<file path="config.mk">
export PLATFORM = sky130hd
export DESIGN_NAME = hilo_mul_unit
export DESIGN_NICKNAME = d
export VERILOG_FILES = /design/src/source/mdu_pkg.sv /design/src/source/mul_operand_prep.sv /design/src/source/mul_partial_lane.sv /design/src/source/hilo_accum.sv /design/src/source/hilo_mul_unit.sv
export SDC_FILE = /design/constraint.sdc
export NUM_CORES = 2
export LEC_CHECK = 0
export BUFFER_PORTS_ARGS = -buffer_cell sky130_fd_sc_hd__buf_2
export CORE_MARGIN = 2
export CORE_UTILIZATION = 60
export DETAILED_ROUTE_END_ITERATION = 6
export PLACE_DENSITY = 0.8
export SLEW_MARGIN = 20
export SYNTH_ARGS = -nofsm -noshare
export SYNTH_HDL_FRONTEND = slang
export SYNTH_SLANG_ARGS = --single-unit
</file>
<file path="constraint.sdc">
create_clock -name i_clk -period 12.59 [get_ports i_clk]
set_input_delay 1.259 -clock i_clk [delete_from_list [all_inputs] [get_ports i_clk]]
set_output_delay 1.259 -clock i_clk [all_outputs]
set_load 0.02 [all_outputs]
</file>
<file path="src/source/mdu_pkg.sv">
`default_nettype none

package mdu_pkg;

    // Datapath widths
    localparam int WORD_W    = 32;
    localparam int DWORD_W   = 2 * WORD_W;
    localparam int SLICE_W   = 8;
    localparam int PARTIAL_W = WORD_W + SLICE_W;

    // One lane per multiplier slice
    localparam int NUM_LANES = WORD_W / SLICE_W;

    localparam int OP_W = 4;

    // General-purpose register value, also HI or LO
    typedef logic [WORD_W-1:0] word_t;

    // Combined HI:LO or a full product
    typedef logic [DWORD_W-1:0] dword_t;

    // One multiplier slice
    typedef logic [SLICE_W-1:0] slice_t;

    // Magnitude times one slice
    typedef logic [PARTIAL_W-1:0] partial_t;

    typedef enum logic [OP_W-1:0] {
        OP_NOP   = 4'd0,
        OP_MULT  = 4'd1,
        OP_MULTU = 4'd2,
        OP_MADD  = 4'd3,
        OP_MADDU = 4'd4,
        OP_MSUB  = 4'd5,
        OP_MSUBU = 4'd6,
        OP_MTHI  = 4'd7,
        OP_MTLO  = 4'd8
    } mdu_op_t;

    localparam word_t HILO_RESET = '0;

endpackage

`default_nettype wire

</file>
<file path="src/source/mul_operand_prep.sv">
`default_nettype none

module mul_operand_prep (
    input  wire                 i_clk,
    input  wire                 i_rst_n,

    input  wire                 i_valid,
    input  mdu_pkg::mdu_op_t    i_op,
    input  mdu_pkg::word_t      i_opr1,
    input  mdu_pkg::word_t      i_opr2,

    output mdu_pkg::word_t      o_mcand,
    output mdu_pkg::slice_t     o_slice [mdu_pkg::NUM_LANES],

    output logic                o_tag_valid,
    output mdu_pkg::mdu_op_t    o_tag_op,
    output mdu_pkg::word_t      o_tag_word,
    output logic                o_tag_negate
);

    import mdu_pkg::*;

    logic    is_signed;
    logic    opr1_neg;
    logic    opr2_neg;
    logic    negate;
    word_t   opr1_mag;
    word_t   opr2_mag;

    // First tag stage lines up with the lane inputs
    logic    tag1_valid;
    mdu_op_t tag1_op;
    word_t   tag1_word;
    logic    tag1_negate;

    always_comb begin
        case (i_op)
            OP_MULT,
            OP_MADD,
            OP_MSUB: is_signed = 1'b1;
            default: is_signed = 1'b0;
        endcase
    end

    assign opr1_neg = is_signed & i_opr1[WORD_W-1];
    assign opr2_neg = is_signed & i_opr2[WORD_W-1];

    // Most negative value maps onto itself, which is its correct magnitude
    assign opr1_mag = opr1_neg ? word_t'(-i_opr1) : i_opr1;
    assign opr2_mag = opr2_neg ? word_t'(-i_opr2) : i_opr2;

    assign negate = opr1_neg ^ opr2_neg;

    // Lane operands
    always_ff @(posedge i_clk) begin
        o_mcand <= opr1_mag;
        for (int k = 0; k < NUM_LANES; k++) begin
            o_slice[k] <= opr2_mag[k*SLICE_W +: SLICE_W];
        end
    end

    always_ff @(posedge i_clk) begin
        if (!i_rst_n) begin
            tag1_valid  <= 1'b0;
            o_tag_valid <= 1'b0;
        end else begin
            tag1_valid  <= i_valid;
            o_tag_valid <= tag1_valid;
        end
    end

    always_ff @(posedge i_clk) begin
        tag1_op      <= i_op;
        tag1_word    <= i_opr1;
        tag1_negate  <= negate;

        o_tag_op     <= tag1_op;
        o_tag_word   <= tag1_word;
        o_tag_negate <= tag1_negate;
    end

endmodule

`default_nettype wire

</file>
<file path="src/source/mul_partial_lane.sv">
`default_nettype none

module mul_partial_lane (
    input  wire                 i_clk,
    input  wire                 i_rst_n,

    input  mdu_pkg::word_t      i_mcand,
    input  mdu_pkg::slice_t     i_slice,

    output mdu_pkg::partial_t   o_partial
);

    import mdu_pkg::*;

    partial_t product;

    // 32x8 unsigned product fits in 40 bits
    assign product = partial_t'(i_mcand) * partial_t'(i_slice);

    always_ff @(posedge i_clk) begin
        if (!i_rst_n) begin
            o_partial <= '0;
        end else begin
            o_partial <= product;
        end
    end

endmodule

`default_nettype wire

</file>
<file path="src/source/hilo_accum.sv">
`default_nettype none

module hilo_accum (
    input  wire                 i_clk,
    input  wire                 i_rst_n,

    input  mdu_pkg::partial_t   i_partial [mdu_pkg::NUM_LANES],

    input  wire                 i_tag_valid,
    input  mdu_pkg::mdu_op_t    i_tag_op,
    input  mdu_pkg::word_t      i_tag_word,
    input  wire                 i_tag_negate,

    output mdu_pkg::word_t      o_hi,
    output mdu_pkg::word_t      o_lo,
    output logic                o_done
);

    import mdu_pkg::*;

    dword_t product_mag;
    dword_t product;
    dword_t hilo;
    dword_t hilo_next;
    logic   hilo_we;

    // Lane k carries multiplier bits 8k and up
    always_comb begin
        product_mag = '0;
        for (int k = 0; k < NUM_LANES; k++) begin
            product_mag = product_mag + (dword_t'(i_partial[k]) << (k * SLICE_W));
        end
    end

    assign product = i_tag_negate ? dword_t'(-product_mag) : product_mag;

    assign hilo = {o_hi, o_lo};

    always_comb begin
        hilo_next = hilo;
        hilo_we   = i_tag_valid;
        case (i_tag_op)
            OP_MULT,
            OP_MULTU: hilo_next = product;
            OP_MADD,
            OP_MADDU: hilo_next = hilo + product;
            OP_MSUB,
            OP_MSUBU: hilo_next = hilo - product;
            OP_MTHI:  hilo_next = {i_tag_word, o_lo};
            OP_MTLO:  hilo_next = {o_hi, i_tag_word};
            default:  hilo_we   = 1'b0;
        endcase
    end

    always_ff @(posedge i_clk) begin
        if (!i_rst_n) begin
            o_hi <= HILO_RESET;
            o_lo <= HILO_RESET;
        end else if (hilo_we) begin
            o_hi <= hilo_next[DWORD_W-1:WORD_W];
            o_lo <= hilo_next[WORD_W-1:0];
        end
    end

    // NOP retires too
    always_ff @(posedge i_clk) begin
        if (!i_rst_n) begin
            o_done <= 1'b0;
        end else begin
            o_done <= i_tag_valid;
        end
    end

endmodule

`default_nettype wire

</file>
<file path="src/source/hilo_mul_unit.sv">
`default_nettype none

module hilo_mul_unit (
    input  wire                 i_clk,
    input  wire                 i_rst_n,

    input  wire                 i_valid,
    input  mdu_pkg::mdu_op_t    i_op,
    input  mdu_pkg::word_t      i_opr1,
    input  mdu_pkg::word_t      i_opr2,

    output mdu_pkg::word_t      o_hi,
    output mdu_pkg::word_t      o_lo,
    output wire                 o_done
);

    import mdu_pkg::*;

    word_t    p_mcand;
    slice_t   p_slice [NUM_LANES];

    logic     t_valid;
    mdu_op_t  t_op;
    word_t    t_word;
    logic     t_negate;

    partial_t lane_partial [NUM_LANES];

    mul_operand_prep prep0 (
        .i_clk          (i_clk),
        .i_rst_n        (i_rst_n),

        .i_valid        (i_valid),
        .i_op           (i_op),
        .i_opr1         (i_opr1),
        .i_opr2         (i_opr2),

        .o_mcand        (p_mcand),
        .o_slice        (p_slice),

        .o_tag_valid    (t_valid),
        .o_tag_op       (t_op),
        .o_tag_word     (t_word),
        .o_tag_negate   (t_negate)
    );

    // One lane per multiplier slice
    for (genvar k = 0; k < NUM_LANES; k++) begin : g_lane
        mul_partial_lane lane (
            .i_clk      (i_clk),
            .i_rst_n    (i_rst_n),

            .i_mcand    (p_mcand),
            .i_slice    (p_slice[k]),

            .o_partial  (lane_partial[k])
        );
    end

    hilo_accum accum0 (
        .i_clk          (i_clk),
        .i_rst_n        (i_rst_n),

        .i_partial      (lane_partial),

        .i_tag_valid    (t_valid),
        .i_tag_op       (t_op),
        .i_tag_word     (t_word),
        .i_tag_negate   (t_negate),

        .o_hi           (o_hi),
        .o_lo           (o_lo),
        .o_done         (o_done)
    );

endmodule

`default_nettype wire

</file>
# == After elaboration in Yosys (flattened, before gate mapping) ==
# Cells that the tools add are included.
# op_classes
mux,6
mul,4
n_addsub,8
n_reduce_logical,9
eq_ne,11
n_lt_le_gt_ge,0
div_mod_pow,0
n_bitwise,5
shift,0
# ops
cell,count
$pmux 64 s5,1
$mul 32x8->40,4
$add 64x64->64,2
$add 64x56->64,1
$mux 32,2
$mux 64,1
$neg 32->32,2
$neg 64->64,1
$sub 64x64->64,1
$add 40x48->49,1
$eq 4x3->1 const B,5
$eq 4x2->1 const B,3
$eq 4x1->1 const B,2
$reduce_bool 4->1,2
$reduce_or 8->1,1
$reduce_and 3->1,2
$reduce_or 2->1,3
$eq 4x4->1 const B,1
$reduce_or 3->1,1
$and 1x1->1,2
$mux 1,2
$not 1->1,2
$xor 1x1->1,1
# word_totals
ff_bits,365
rom_bits,0
input_bits,71
n_memories,0
ramBits,0
out_inout_bits,65
latch_bits,0

# == Depth between registers and ports, before layout ==
# depth
ltp_word,7
mapped_depth,53
depth_no_buf,51

# == Modules after synthesis ==
# Synthesis repeated with hierarchy kept, for this count alone.
# unflattened
cells_unflattened,6659
area_unflattened_um2,56919.6
# by_module_without_submodules
module,cells_per_inst,n_inst,area_each_um2
hilo_accum,2162,1,15788.9
mul_partial_lane at g_lane[3].lane,1041,1,9263.9
mul_partial_lane at g_lane[0].lane,1054,1,9236.4
mul_partial_lane at g_lane[1].lane,1032,1,9233.9
mul_partial_lane at g_lane[2].lane,1022,1,9143.8
mul_operand_prep,348,1,4252.8

# == Worst setup path before layout ==
# Ideal clock, no wire load.
# synth_path
path_kind,register -> register
from,register g_lane[1].lane.o_partial[0]
to,register accum0.o_hi[31]
path_buffers,2
required_ns,12.516
stages_incl_launch_ff,51
setup_slack_ns,2.639
setup_ns,0.074
t_arrival_ns,9.876
synth_period_minus_slack_ns,9.951
path_cell_list,dfxtp_1 ha_1 inv_1 fa_1 nand2b_1 a21oi_1 o31a_1 o21ai_0 a21oi_1 o21ai_0 nand2b_1 a41oi_1 a21oi_1 o31a_1 o211ai_1 a31oi_1 a211o_1 a21oi_1 [15 not listed] nand4b_1 or3_1 nor3_2 nor2_1 xnor2_1 ha_1 and3_1 and2_1 a21o_1 a311o_1 o311ai_0 o22ai_1 o221ai_1 o31a_1 nand2_1 nor3_1 a41oi_1 a31oi_1
# synth_via
elab_chain_cells,7
# synth_rtl
item,line_no,source
start: declaration,mul_partial_lane.sv:10,output mdu_pkg::partial_t o_partial
start signal: assignment,mul_partial_lane.sv:24,o_partial <= product;
$add 40x48->49 (*),hilo_accum.sv:31,product_mag = product_mag + (dword_t'(i_partial[k]) << (k * SLICE_W));
$add 64x56->64 (*),hilo_accum.sv:31,
$add 64x64->64 (*),hilo_accum.sv:31,
$neg 64->64,hilo_accum.sv:35,assign product = i_tag_negate ? dword_t'(-product_mag) : product_mag;
$mux 64 (*),hilo_accum.sv:35,
$sub 64x64->64 or $add 64x64->64 (tied branches),"hilo_accum.sv:48, hilo_accum.sv:46",
$pmux 64 s5 (*),hilo_accum.sv:42,case (i_tag_op)
end signal: assignment,hilo_accum.sv:60,o_hi <= hilo_next[DWORD_W-1:WORD_W];
end: declaration,hilo_accum.sv:14,"output mdu_pkg::word_t o_hi,"
# Every way passes the cells marked *; elsewhere a longest branch is shown, timed or not.
# A chain may end at the register's enable or synchronous reset.

# == Final worst setup path ==
# Ends and elaborated chain as after synthesis.

==> key figures <==
Critical path
  • Worst path max stage delay: 0.54 ns
  • Critical path buffer and inverter count: 2
  • Crit Path Category: register to register
  • Critical path's slowest cell: or3_1
  • Startpoint type of the worst setup path: register
  • Worst-path maximum fanout: 8
  • Worst R2R Start: g_lane[1].lane.o_partial[0]
  • Setup crit end kind: register
  • Crit-path leading delay family: compound AO/OA/AOI/OAI gates
  • WP data required: 13.15 ns
  • Terminus of the critical flop-to-flop path: accum0.o_hi[31]
  • CP most frequent cell: a21oi_1
  • Crit path launch: g_lane[1].lane.o_partial[0]
  • R2R cell count: 48
  • Number of cells on the critical path: 48
  • Worst path arrival time: 12.23 ns
  • CP endpoint: accum0.o_hi[31]
  • Worst R2R Setup Slack: 0.92 ns

Detailed routing
  • Vias per cell: 5.99
  • Via count: 44,900
  • Drt wl/cell: 20.1 µm
  • WL final: 151,000 µm
  • Drt drc: 1
  • DRT Pass-1 Iters: 7
  • Post-DRT Antenna Nets: 0
  • Initial DRC count: 3,850

Logic synthesis
  • Synth Register Bits: 364
  • Ys flop type: dfxtp_1
  • Most frequent cell after synthesis: nand2_1
  • Synth area leader: fa_1
  • Post-Syn Area: 0.0533 mm²
  • Synth top area cells: fa_1 (28%), dfxtp_1 (14%), ha_1 (9.2%)
  • Syn_area_per_cell: 8.40 µm²
  • Number of synthesized flops with an enable pin: 0
  • Mapped Nets: 7,558
  • Ys Warns: 0
  • Async SR Flop Fraction: 0%
  • Synth Instances: 6,346
  • Top-area cell type share of the netlist area: 28.1%
  • Commonest cells post-synth: nand2_1 (830), inv_1 (778), fa_1 (748), and2_1 (488), ha_1 (393)
  • Yosys cell types: 103
  • Sequential area share after synthesis: 13.7%

Clock network
  • Clk_lat worst skew: 0.63 ns
  • Hold-fix buffers, CTS: 0
  • H-tree lvl count: 2
  • Clock Sinks: 364
  • CTS Buf Count: 44
  • Clk root buf: clkbuf_16
  • Bufs on Longest Clock Path: 3
  • Clock-pin slew on the worst setup and hold paths: 0.07 ns
  • CTS tree: built

Cells and area
  • Fillers: 7,243
  • Area growth from synthesis to layout: 5.86%
  • Final layout net count: 7,505
  • Fraction of layout cells with a size suffix above 1: 6.13%
  • Non-filler cells, final: 7,496

Floorplanning
  • Die area: 0.0912 mm²
  • Initial Utilization: 60.4%
  • Ports: 136
  • Chip Width: 302 µm
  • Placeable Area: 0.0882 mm²
  • Die boundary height: 302 µm
  • Site Rows: 109

STA
  • Final hold vios: 0
  • Fin. max-slew vios: 0
  • Measured slew at the worst slew-check pin: 1.28 ns
  • Max Freq: 85.7 MHz
  • Slew headroom: 12.5%
  • Post-Route Skew: 0.0324 ns
  • Crit share post-route: 92.7%
  • Crit path time final: 11.67 ns
  • Final Setup Violations: 0

Global route
  • Largest net degree at the start of global routing: 82
  • Vias in the first global route: 45,900
  • Total global routing overflow: 0
  • First-pass GRT wire length: 243,000 µm
  • Gr usage total: 33.6%
  • Initial antenna violation count: 6

Status
  • Failing checks: DRC
  • Status: finished, violations left

Run
  • Max-cap violations: 0

Placement
  • Routability cong.: 1.02
  • Number of port buffers: 135
  • Cells after DPL: 7,411
  • Post-DP HPWL: 115,000 µm

Hold path
  • Min-delay worst type: register to register
-- how the worst min path moves through the flow --
stage,from,endpoint,slack [ns],cells past startpoint
3_3_place_gp,prep0.tag1_op[3],prep0.o_tag_op[3],0.31,0
4_1_cts,prep0.tag1_word[1],prep0.o_tag_word[1],0.31,0
5_1_grt,prep0.tag1_word[1],prep0.o_tag_word[1],0.31,0
3_5_place_dp,prep0.tag1_word[10],prep0.o_tag_word[10],0.31,0
2_1_floorplan,prep0.tag1_negate,prep0.o_tag_negate,0.31,0
6_report,prep0.tag1_op[0],prep0.o_tag_op[0],0.32,0
-- sequential cells by signal (all words and copies together), names as in the netlist --
| register | count |
|---|---|
| prep0.tag1_valid | 1 |
| accum0.o_lo | 32 |
| g_lane.lane.o_partial | 160 |
| accum0.o_hi | 32 |
| prep0.o_slice | 32 |
| prep0.tag1_word | 31 |
| prep0.o_tag_word | 32 |
| accum0.o_done | 1 |
| prep0.o_tag_negate | 1 |
| prep0.tag1_op | 4 |
| prep0.tag1_negate | 1 |
| prep0.o_tag_valid | 1 |
| prep0.o_tag_op | 4 |
| prep0.o_mcand | 32 |
-- metal layers --
metal	part of all wire, %	track usage (%)	routed length, µm	vias to the layer above
met1	40	43.3	60500	21900
met3	9.1	6.05	13700	435
met5	0.0073	0	11	-
li1	-	-	-	20600
met4	5.8	17.7	8800	2
met2	45	54.2	67800	1981
-- through the flow --
stage	area [µm²]	setup TNS (ns)	setup WS, ns	hold WS (ns)	utilization (%)
finish	56400	0	0.924	0.318	63.9
global route	56400	-0.00331	-0.00331	0.313	63.9
CTS	56400	0	0.779	0.310	63.9
detailed placement	54900	0	0.888	0.312	62.2
global placement	54900	0	1.13	0.310	62.2
floorplan	53300	0	2.64	0.310	-
-- cells in the final DEF, fill, tap and decap left out, types with 32 or more instances in the layout --
cell type and count:
buf_4 86, o31ai_1 46, dfxtp_1 361, xor2_1 164
fa_1 748, nor3_1 99, a211oi_1 37, nand3_1 80
o21ai_0 239, inv_1 777, xnor2_1 235, o21bai_1 32
and3_1 61, buf_2 134, ha_1 393, a21oi_1 336
and2_1 488, o21a_1 36, nor2b_1 40, a221oi_1 38
clkbuf_16 44, or3_1 47, nand2_1 830, a31oi_1 37
nor2_1 323, a21o_1 122, nand2b_1 53
-- logic make-up after synthesis --
family | synth area share [%]
flops | 13.7
mux | 0.296
buf+inv | 7.81
compound gates | 14.3
xor+xnor | 6.56
simple gates | 20.0
fa+ha+maj | 37.3
-- cell type report --
type | instances | area [µm²] | share of cell area, %
diodes | 4 | 10.0 | 0.0177
flip-flops and latches | 364 | 7290 | 12.9
well taps | 1165 | 1460 | 2.58
multi-input cells | 4884 | 41900 | 74.2
inverters | 779 | 2930 | 5.19
clock buffers | 53 | 1190 | 2.12
repair buffers | 220 | 1320 | 2.33
clock inverters | 27 | 347 | 0.614
-- timing repair --
item / 4_1_cts / 5_1_grt
setup endpoints to repair: 0 / 3
resized for setup: 0 / 1
setup buffers: 0 / 1
Power is left out: the tool's default activity adds up to more than one toggle a clock period on the data nets, which glitch-free logic cannot reach.
